[src/common/wb_pkg.sv]
//****************************************
// Shared definitions for the write-back arbiter
// Unit count, tag and address widths,
// data word and CR field types,
// XER address and CR condition codes
//****************************************

package wb_pkg;

    // Number of GPR producing execution units
    localparam int NUM_UNITS = 8;
    localparam int UNIT_IDX_W = $clog2(NUM_UNITS);
    localparam int RS_ID_W = 5;

    typedef logic [0:UNIT_IDX_W-1] unit_idx_t;
    typedef logic [0:RS_ID_W-1]    rs_id_t;
    typedef logic [0:4]            gpr_addr_t;
    typedef logic [0:9]            spr_addr_t;
    // Bit 0 is the most significant bit
    typedef logic [0:31]           word_t;
    // LT, GT, EQ, SO in that order
    typedef logic [0:3]            cr_field_t;

    // XER lives at SPR number 1
    localparam spr_addr_t XER_ADDR = 10'd1;

    // Condition codes, SO bit is appended behind them
    localparam logic [0:2] CR_LT = 3'b100;
    localparam logic [0:2] CR_GT = 3'b010;
    localparam logic [0:2] CR_EQ = 3'b001;

endpackage

[src/common/wb_search_if.sv]
//****************************************
// Round-robin search results from the
// unit search to the grant controller
//****************************************

`timescale 1ns/1ps

interface wb_search_if;
    import wb_pkg::*;

    // First valid unit from the pointer on
    logic      any_valid;
    unit_idx_t next_idx;
    // First valid unit without an XER update
    logic      clean_valid;
    unit_idx_t clean_idx;

    modport search (output any_valid, next_idx, clean_valid, clean_idx);
    modport ctrl   (input  any_valid, next_idx, clean_valid, clean_idx);

endinterface

[src/common/wb_grant_if.sv]
//****************************************
// Grant decision from the grant controller
// to the search pointer and result stage
//****************************************

`timescale 1ns/1ps

interface wb_grant_if;
    import wb_pkg::*;

    logic      grant_gpr;
    unit_idx_t gpr_idx;
    logic      grant_spr;
    // Current SPR turn flag, observed by checkers
    logic      spr_turn;

    modport ctrl   (output grant_gpr, gpr_idx, grant_spr, spr_turn);
    modport search (input  grant_gpr, gpr_idx);
    modport stage  (input  grant_gpr, gpr_idx, grant_spr);

endinterface

[src/hw/wb_unit_search.sv]
//****************************************
// Round-robin pointer over the GPR units
// Circular priority search over all valid
// units and over units without XER update
//****************************************

`timescale 1ns/1ps

module wb_unit_search (
    input  logic        clk,
    input  logic        rst,
    input  logic        gpr_valid     [0:wb_pkg::NUM_UNITS-1],
    input  logic        gpr_xer_valid [0:wb_pkg::NUM_UNITS-1],
    wb_grant_if.search  grant,
    wb_search_if.search found
);
    import wb_pkg::*;

    unit_idx_t ptr;

    // Pointer follows the last granted unit
    always_ff @(posedge clk) begin
        if (rst) begin
            ptr <= '0;
        end else if (grant.grant_gpr) begin
            ptr <= grant.gpr_idx;
        end
    end

    // Both searches start at the pointer itself and wrap around
    always_comb begin
        unit_idx_t idx;
        logic      hit_any;
        logic      hit_clean;

        hit_any         = 1'b0;
        hit_clean       = 1'b0;
        found.next_idx  = ptr;
        found.clean_idx = ptr;

        for (int i = 0; i < NUM_UNITS; i++) begin
            idx = unit_idx_t'((int'(ptr) + i) % NUM_UNITS);

            if (gpr_valid[idx] && !hit_any) begin
                found.next_idx = idx;
                hit_any        = 1'b1;
            end

            // Units that leave the SPR port free
            if (gpr_valid[idx] && !gpr_xer_valid[idx] && !hit_clean) begin
                found.clean_idx = idx;
                hit_clean       = 1'b1;
            end
        end

        found.any_valid   = hit_any;
        found.clean_valid = hit_clean;
    end

endmodule

[src/hw/wb_grant_ctrl.sv]
//****************************************
// SPR versus GPR grant decision
// Alternating turn flag keeps the SPR
// unit and the GPR units from starving
//****************************************

`timescale 1ns/1ps

module wb_grant_ctrl (
    input  logic      clk,
    input  logic      rst,
    input  logic      spr_valid,
    wb_search_if.ctrl found,
    wb_grant_if.ctrl  grant
);
    import wb_pkg::*;

    logic      spr_turn;
    logic      spr_turn_next;
    logic      take_gpr;
    logic      take_spr;
    unit_idx_t take_idx;

    always_comb begin
        take_gpr      = 1'b0;
        take_spr      = 1'b0;
        take_idx      = found.next_idx;
        spr_turn_next = spr_turn;

        if (!spr_valid) begin
            // Only GPR traffic, flag untouched
            take_gpr = found.any_valid;
            take_idx = found.next_idx;
        end else if (spr_turn) begin
            // SPR owns this cycle, a GPR without XER may ride along
            take_spr      = 1'b1;
            take_gpr      = found.clean_valid;
            take_idx      = found.clean_idx;
            spr_turn_next = 1'b0;
        end else begin
            spr_turn_next = 1'b1;

            if (found.clean_valid) begin
                // No conflict on the SPR port, serve both
                take_gpr = 1'b1;
                take_idx = found.clean_idx;
                take_spr = 1'b1;
            end else if (found.any_valid) begin
                // Every valid unit writes XER, GPR goes first
                take_gpr = 1'b1;
                take_idx = found.next_idx;
            end else begin
                take_spr = 1'b1;
            end
        end
    end

    always_ff @(posedge clk) begin
        if (rst) begin
            spr_turn <= 1'b0;
        end else begin
            spr_turn <= spr_turn_next;
        end
    end

    assign grant.grant_gpr = take_gpr;
    assign grant.gpr_idx   = take_idx;
    assign grant.grant_spr = take_spr;
    assign grant.spr_turn  = spr_turn;

endmodule

[src/hw/wb_result_stage.sv]
//****************************************
// Ready generation from the grant
// Result multiplexing and CR0 computation
// Registered GPR, SPR and CR write ports
//****************************************

`timescale 1ns/1ps

module wb_result_stage (
    input  logic                clk,
    input  logic                rst,
    wb_grant_if.stage           grant,

    input  wb_pkg::rs_id_t      gpr_rs_id     [0:wb_pkg::NUM_UNITS-1],
    input  wb_pkg::gpr_addr_t   gpr_reg_addr  [0:wb_pkg::NUM_UNITS-1],
    input  wb_pkg::word_t       gpr_result    [0:wb_pkg::NUM_UNITS-1],
    input  logic                gpr_xer_valid [0:wb_pkg::NUM_UNITS-1],
    input  wb_pkg::word_t       gpr_xer       [0:wb_pkg::NUM_UNITS-1],
    input  logic                gpr_cr0_valid [0:wb_pkg::NUM_UNITS-1],
    input  logic                gpr_so        [0:wb_pkg::NUM_UNITS-1],
    output logic                gpr_ready     [0:wb_pkg::NUM_UNITS-1],

    input  wb_pkg::rs_id_t      spr_rs_id,
    input  wb_pkg::spr_addr_t   spr_reg_addr,
    input  wb_pkg::word_t       spr_result,
    output logic                spr_ready,

    output logic                wb_gpr_valid,
    output wb_pkg::rs_id_t      wb_gpr_rs_id,
    output wb_pkg::gpr_addr_t   wb_gpr_reg_addr,
    output wb_pkg::word_t       wb_gpr_result,

    output logic                wb_spr_valid,
    output wb_pkg::rs_id_t      wb_spr_rs_id,
    output wb_pkg::spr_addr_t   wb_spr_reg_addr,
    output wb_pkg::word_t       wb_spr_result,

    output logic                wb_cr_valid,
    output wb_pkg::rs_id_t      wb_cr_rs_id,
    output wb_pkg::cr_field_t   wb_cr_field
);
    import wb_pkg::*;

    unit_idx_t sel;
    logic      xer_take;
    logic      spr_take;
    logic      cr_take;

    // Signed view of the result, bit 0 is the sign
    function automatic cr_field_t cr0_field(input word_t res, input logic so);
        if (res[0]) begin
            return {CR_LT, so};
        end else if (res == '0) begin
            return {CR_EQ, so};
        end
        return {CR_GT, so};
    endfunction

    assign sel = grant.gpr_idx;

    // One-hot ready towards the granted unit
    always_comb begin
        for (int i = 0; i < NUM_UNITS; i++) begin
            gpr_ready[i] = grant.grant_gpr && (sel == unit_idx_t'(i));
        end
    end

    assign spr_ready = grant.grant_spr;

    // XER update shares the SPR port, the grant keeps them apart
    assign xer_take = grant.grant_gpr && gpr_xer_valid[sel];
    assign spr_take = xer_take || grant.grant_spr;
    assign cr_take  = grant.grant_gpr && gpr_cr0_valid[sel];

    always_ff @(posedge clk) begin
        if (rst) begin
            wb_gpr_valid <= 1'b0;
            wb_spr_valid <= 1'b0;
            wb_cr_valid  <= 1'b0;
        end else begin
            wb_gpr_valid <= grant.grant_gpr;
            wb_spr_valid <= spr_take;
            wb_cr_valid  <= cr_take;
        end
    end

    always_ff @(posedge clk) begin
        if (grant.grant_gpr) begin
            wb_gpr_rs_id    <= gpr_rs_id[sel];
            wb_gpr_reg_addr <= gpr_reg_addr[sel];
            wb_gpr_result   <= gpr_result[sel];
        end
        if (xer_take) begin
            wb_spr_rs_id    <= gpr_rs_id[sel];
            wb_spr_reg_addr <= XER_ADDR;
            wb_spr_result   <= gpr_xer[sel];
        end else if (grant.grant_spr) begin
            wb_spr_rs_id    <= spr_rs_id;
            wb_spr_reg_addr <= spr_reg_addr;
            wb_spr_result   <= spr_result;
        end
        if (cr_take) begin
            wb_cr_rs_id <= gpr_rs_id[sel];
            wb_cr_field <= cr0_field(gpr_result[sel], gpr_so[sel]);
        end
    end

endmodule

[src/hw/write_back_arbiter.sv]
//****************************************
// Write-back arbiter top level
// Unit search, grant controller and
// result stage joined to plain ports
//****************************************

`timescale 1ns/1ps

module write_back_arbiter (
    input  logic                clk,
    input  logic                rst,

    // GPR producing units
    input  logic                gpr_valid     [0:wb_pkg::NUM_UNITS-1],
    output logic                gpr_ready     [0:wb_pkg::NUM_UNITS-1],
    input  wb_pkg::rs_id_t      gpr_rs_id     [0:wb_pkg::NUM_UNITS-1],
    input  wb_pkg::gpr_addr_t   gpr_reg_addr  [0:wb_pkg::NUM_UNITS-1],
    input  wb_pkg::word_t       gpr_result    [0:wb_pkg::NUM_UNITS-1],
    input  logic                gpr_xer_valid [0:wb_pkg::NUM_UNITS-1],
    input  wb_pkg::word_t       gpr_xer       [0:wb_pkg::NUM_UNITS-1],
    input  logic                gpr_cr0_valid [0:wb_pkg::NUM_UNITS-1],
    input  logic                gpr_so        [0:wb_pkg::NUM_UNITS-1],

    // SPR unit
    input  logic                spr_valid,
    output logic                spr_ready,
    input  wb_pkg::rs_id_t      spr_rs_id,
    input  wb_pkg::spr_addr_t   spr_reg_addr,
    input  wb_pkg::word_t       spr_result,

    // Register file write ports
    output logic                wb_gpr_valid,
    output wb_pkg::rs_id_t      wb_gpr_rs_id,
    output wb_pkg::gpr_addr_t   wb_gpr_reg_addr,
    output wb_pkg::word_t       wb_gpr_result,

    output logic                wb_spr_valid,
    output wb_pkg::rs_id_t      wb_spr_rs_id,
    output wb_pkg::spr_addr_t   wb_spr_reg_addr,
    output wb_pkg::word_t       wb_spr_result,

    output logic                wb_cr_valid,
    output wb_pkg::rs_id_t      wb_cr_rs_id,
    output wb_pkg::cr_field_t   wb_cr_field
);

    wb_search_if search_bus ();
    wb_grant_if  grant_bus ();

    wb_unit_search u_search (
        .clk           (clk),
        .rst           (rst),
        .gpr_valid     (gpr_valid),
        .gpr_xer_valid (gpr_xer_valid),
        .grant         (grant_bus.search),
        .found         (search_bus.search)
    );

    wb_grant_ctrl u_grant (
        .clk       (clk),
        .rst       (rst),
        .spr_valid (spr_valid),
        .found     (search_bus.ctrl),
        .grant     (grant_bus.ctrl)
    );

    wb_result_stage u_stage (
        .clk (clk), .rst (rst), .grant (grant_bus.stage),
        .gpr_rs_id (gpr_rs_id), .gpr_reg_addr (gpr_reg_addr),
        .gpr_result (gpr_result), .gpr_xer_valid (gpr_xer_valid),
        .gpr_xer (gpr_xer), .gpr_cr0_valid (gpr_cr0_valid),
        .gpr_so (gpr_so), .gpr_ready (gpr_ready),
        .spr_rs_id (spr_rs_id), .spr_reg_addr (spr_reg_addr),
        .spr_result (spr_result), .spr_ready (spr_ready),
        .wb_gpr_valid (wb_gpr_valid), .wb_gpr_rs_id (wb_gpr_rs_id),
        .wb_gpr_reg_addr (wb_gpr_reg_addr), .wb_gpr_result (wb_gpr_result),
        .wb_spr_valid (wb_spr_valid), .wb_spr_rs_id (wb_spr_rs_id),
        .wb_spr_reg_addr (wb_spr_reg_addr), .wb_spr_result (wb_spr_result),
        .wb_cr_valid (wb_cr_valid), .wb_cr_rs_id (wb_cr_rs_id),
        .wb_cr_field (wb_cr_field)
    );

endmodule

[config.mk]
export PLATFORM = sky130hd
export DESIGN_NAME = write_back_arbiter
export DESIGN_NICKNAME = d
export VERILOG_FILES = /design/src/common/wb_pkg.sv /design/src/common/wb_search_if.sv /design/src/common/wb_grant_if.sv /design/src/hw/wb_unit_search.sv /design/src/hw/wb_grant_ctrl.sv /design/src/hw/wb_result_stage.sv /design/src/hw/write_back_arbiter.sv
export SDC_FILE = /design/constraint.sdc
export NUM_CORES = 1
export LEC_CHECK = 0
export BUFFER_PORTS_ARGS = -buffer_cell sky130_fd_sc_hd__buf_2
export CORE_AREA = 2 2 305 307
export CTS_BUF_LIST = sky130_fd_sc_hd__clkbuf_4
export DETAILED_ROUTE_END_ITERATION = 10
export DIE_AREA = 0 0 307 309
export PLACE_DENSITY = 0.4
export SYNTH_ARGS = -nofsm -noshare
export SYNTH_HDL_FRONTEND = slang
export SYNTH_HIERARCHICAL = 1
export SYNTH_SLANG_ARGS = --single-unit
[constraint.sdc]
create_clock -name clk -period 6.6 [get_ports clk]
set_clock_uncertainty 0.05 [all_clocks]
set_input_delay 0.33 -clock clk [delete_from_list [all_inputs] [get_ports clk]]
set_output_delay 0.33 -clock clk [all_outputs]
set_load 0.005 [all_outputs]
==> impl_metrics.yaml <==
sta:
  fmaxAchievable_ghz: 0.171
  final.min_clock_period_ns: 5.86
  fin_setup_tns_ns: 0
  drv_slew: 0
  worst_pin_slew_ns: 0.881
  worst_slew_margin_rel_pct: 41.3
  finalSetupViolCount: 0
  timing.final.hold_violations: 0
  fraction_of_the_cycle_the_final_worst_path_needs_pct: 88.8
  grt_setup_unrepaired: "false"
  setup_ws_ns: 0.740
critical_path:
  end_kind: "register"
  startpoint_type: "register"
  cp_slowest_cell: "sky130_fd_sc_hd__or4_4"
  worstSetupPathType: "register to register"
  critPathTopFamily: "simple AND/OR/NAND/NOR gates"
  crit_buf_inv: 2
  worst_ep_arrival_time_ns: 6.19
  crit_fanout: 38
  cp_data_required_time_ns: 6.93
  timing.critical_path.cells: "inv_4, ha_1, and4bb_2, nor4_2, mux2i_1, or4_4, a21oi_2, or3b_1, xnor2_1, mux2_8, buf_4, mux4_2, mux2_2, nor3_1, and4_1, a31oi_1"
  crit_path_max_incr_delay_ns: 0.56
detailed_routing:
  dr.first_iter.drc_count: 1023
  post_drt_wl_per_cell_um: 24.7
  antenna_violating_nets_left: 0
  vias_per_cell: 4.07
  detail_route.drc_violations: 0
  drtPass1Iterations: 5
  num_vias: 11624
  postRouteWirelength_mm: 70.4
die:
  initial_core_util_pct: 11.6
  core_region_area_mm2: 0.0914
  die_h_um: 309
  io_pins: 784
  std_cell_rows: 111
  die_w_um: 307
  fp.dieArea_mm2: 0.0949
cells_and_area:
  most-common-layout-cells: "sky130_fd_sc_hd__buf_2 (783), sky130_fd_sc_hd__mux4_2 (165), sky130_fd_sc_hd__edfxtp_1 (88)"
  layout.nets: 2325
  layoutNonFillerInstCount: 2855
  post_route_cells_drive_above_1_share_pct: 65.6
  syn2layout_area_growth_pct: 57.7
  fillers: 10181
  mostFrequentLayoutCell: "sky130_fd_sc_hd__buf_2"
power:
  cellPowerDensity_mw_per_mm2: 791
  vdd.ir_drop.worst_v: 0.000651
  power.leakage_nw: 7.05
  cell_internal_pwr_mw: 6.62
  switching_share_pct: 50.0
  power.share.combinational_pct: 84.4
  clkPwrFrac_pct: 2.9
  share_seq_of_total_power_pct: 12.7
  netSwitchingPower_mw: 6.63
placement:
  dp_cells: 2775
  pre_cts_slack_ns: 0.566
  gpl.final_weighted_congestion: 0.896
  dpl.hpwl_mm: 60.7
  placement.io_buffers: 783
synth:
  yosys_warnings: 6
  avgSynthCellArea_um2: 12.7
  ys_ff_latch: 105
  synthCells: 837
  synth_async_sr_flop_share_pct: 0
  synth.yosys.seq_area_share_pct: 28.1
  ys_types: 78
  ys_dominant_reg_cell: "sky130_fd_sc_hd__edfxtp_1"
  synth_area_mm2: 0.0106
  synth_nets: 1513
  number_of_enable_type_register_cells_in_the_synthesized_netlist: 88
clock_tree:
  clockBufferDepth: 2
  cts_tree: "yes"
  clock_insertion_delay_worst_skew_ns: 0.64
  clock_sink_count: 105
  cts-buffers-inserted: 9
  clkTransAtPathRegs_ns: 0.20
  post-cts-setup-buffers: 0
  clock-root-buffer: "sky130_fd_sc_hd__clkbuf_4"
  cts_repair_resize_count: 0
  h-tree-depth: 3
grt:
  grt_overflow_total: 0
  grt_pass1_vias: 12261
  first_pass_grt_wire_length_mm: 92.3
  largest_net_degree_at_the_start_of_global_routing: 66
  groute.usage.overall_pct: 14.0
  antenna_found_initial: 23
job:
  maxCapViolations: 0
run_status:
  status: "complete, no violations"
min_path:
  min_path_type: "input port to register"
cell type report:
type / instances / area [um2] / share of cell area (%)
well taps: 1186 / 1480 / 8.86
multi-input cells: 642 / 7250 / 43.2
clock inverters: 7 / 63.8 / 0.381
repair buffers: 880 / 4830 / 28.8
diodes: 15 / 37.5 / 0.224
flip-flops and latches: 105 / 2980 / 17.8
inverters: 11 / 43.8 / 0.261
clock buffers: 9 / 67.6 / 0.403
routing by layer:
metal / vias to the layer above / global-route usage (%) / routed length, um
met5: - / 0 / 39
met4: 6 / 5.60 / 2210
met3: 79 / 5.24 / 6780
met2: 670 / 23.3 / 34100
met1: 5763 / 16.3 / 27200
li1: 5106 / - / -
worst paths after layout:
check                                          startpoint                                      end  slack (ns)  cells past startpoint
setup / recovery             u_search/ptr[0]$_SDFFE_PP0P_     u_stage/wb_cr_field[2]$_SDFFCE_PN1P_        0.74                     16
hold / removal                             spr_result[10]      u_stage/wb_spr_result[10]$_DFFE_PP_        0.13                      3
setup reg to reg             u_search/ptr[0]$_SDFFE_PP0P_     u_stage/wb_cr_field[2]$_SDFFCE_PN1P_        0.74                     16
hold reg to reg   u_stage/wb_spr_reg_addr[0]$_SDFFE_PN1P_  u_stage/wb_spr_reg_addr[0]$_SDFFE_PN1P_        0.46                      2
cell families (layout without fill, tap and decap cells):
| family | count (synthesis) | count (layout) | share of synthesized area (%) |
|---|---|---|---|
| AO/OA/AOI/OAI | 121 | 121 | 7.52 |
| XOR/XNOR | 8 | 8 | 0.659 |
| adder cells (fa/ha/maj) | 2 | 2 | 0.235 |
| buffers and inverters | 90 | 907 | 4.35 |
| flip-flops | 105 | 105 | 28.1 |
| multiplexers | 296 | 296 | 48.4 |
| other | 0 | 15 | 0 |
| AND/OR/NAND/NOR | 215 | 215 | 10.7 |
sequential cells by signal (all words and copies together) (netlist names), 4 cells and up:
signal	flops
u_stage/wb_gpr_result	32
u_stage/wb_spr_result	32
u_stage/wb_spr_reg_addr	10
u_stage/wb_cr_rs_id	5
u_stage/wb_gpr_reg_addr	5
u_stage/wb_gpr_rs_id	5
u_stage/wb_spr_rs_id	5
u_stage/wb_cr_field	4
synth_stat cells (all sizes together) (6+ instances only):
| cell type | instances | area, um2 |
|---|---|---|
| o32ai | 6 | 52.6 |
| inv | 11 | 43.8 |
| nand2 | 64 | 240 |
| nor2b | 13 | 81.3 |
| nor4 | 15 | 128 |
| mux4 | 166 | 3740 |
| mux2i | 73 | 759 |
| nand2b | 18 | 113 |
| nor2 | 49 | 184 |
| clkbuf | 25 | 93.8 |
| nor3 | 14 | 70.1 |
| a21oi | 15 | 78.8 |
| xnor2 | 6 | 52.6 |
| mux2 | 57 | 646 |
| nand3 | 7 | 35.0 |
| o21ai | 45 | 229 |
| o22ai | 8 | 50.1 |
| dfxtp | 17 | 340 |
| edfxtp | 88 | 2640 |
| buf | 54 | 324 |
worst reg2reg max path: stages, from the launching register on:
cell and delay [ns]:
sky130_fd_sc_hd__dfxtp_1 0.46, sky130_fd_sc_hd__inv_4 0.12, sky130_fd_sc_hd__ha_1 0.43, sky130_fd_sc_hd__and4bb_2 0.28, sky130_fd_sc_hd__nor4_2 0.51, sky130_fd_sc_hd__mux2i_1 0.23, sky130_fd_sc_hd__or4_4 0.56, sky130_fd_sc_hd__a21oi_2 0.15
sky130_fd_sc_hd__or3b_1 0.14, sky130_fd_sc_hd__xnor2_1 0.15, sky130_fd_sc_hd__mux2_8 0.50, sky130_fd_sc_hd__buf_4 0.30, sky130_fd_sc_hd__mux4_2 0.51, sky130_fd_sc_hd__mux2_2 0.38, sky130_fd_sc_hd__nor3_1 0.45, sky130_fd_sc_hd__and4_1 0.29
sky130_fd_sc_hd__a31oi_1 0.09
what timing repair did:
item / in CTS / in global routing
hold buffers: 49 / 0
setup endpoints to repair: 0 / 0
hold endpoints to repair: 53 / 0
power by group through the flow:
stage               Sequential, mW  Clock [mW]  Combinational (mW)
global route                  1.73       0.445                12.2
finish                        1.69       0.382                11.2
global placement              1.71           0                11.5
floorplan                     1.71           0                7.18
detailed placement            1.70           0                11.5
CTS                           1.70       0.429                11.6
metrics by stage:
step | utilization, % | hold WS [ns] | power (mW) | area, um2
2_1_floorplan | - | 0.352 | 8.89 | 10600
3_3_place_gp | 17.6 | 0.408 | 13.2 | 16100
3_5_place_dp | 17.6 | 0.413 | 13.2 | 16100
4_1_cts | 18.3 | 0.00691 | 13.7 | 16700
5_1_grt | 18.3 | 0.0296 | 14.4 | 16800
6_report | 18.3 | 0.126 | 13.3 | 16800
No activity file was read; power rests on OpenSTA's default activity.
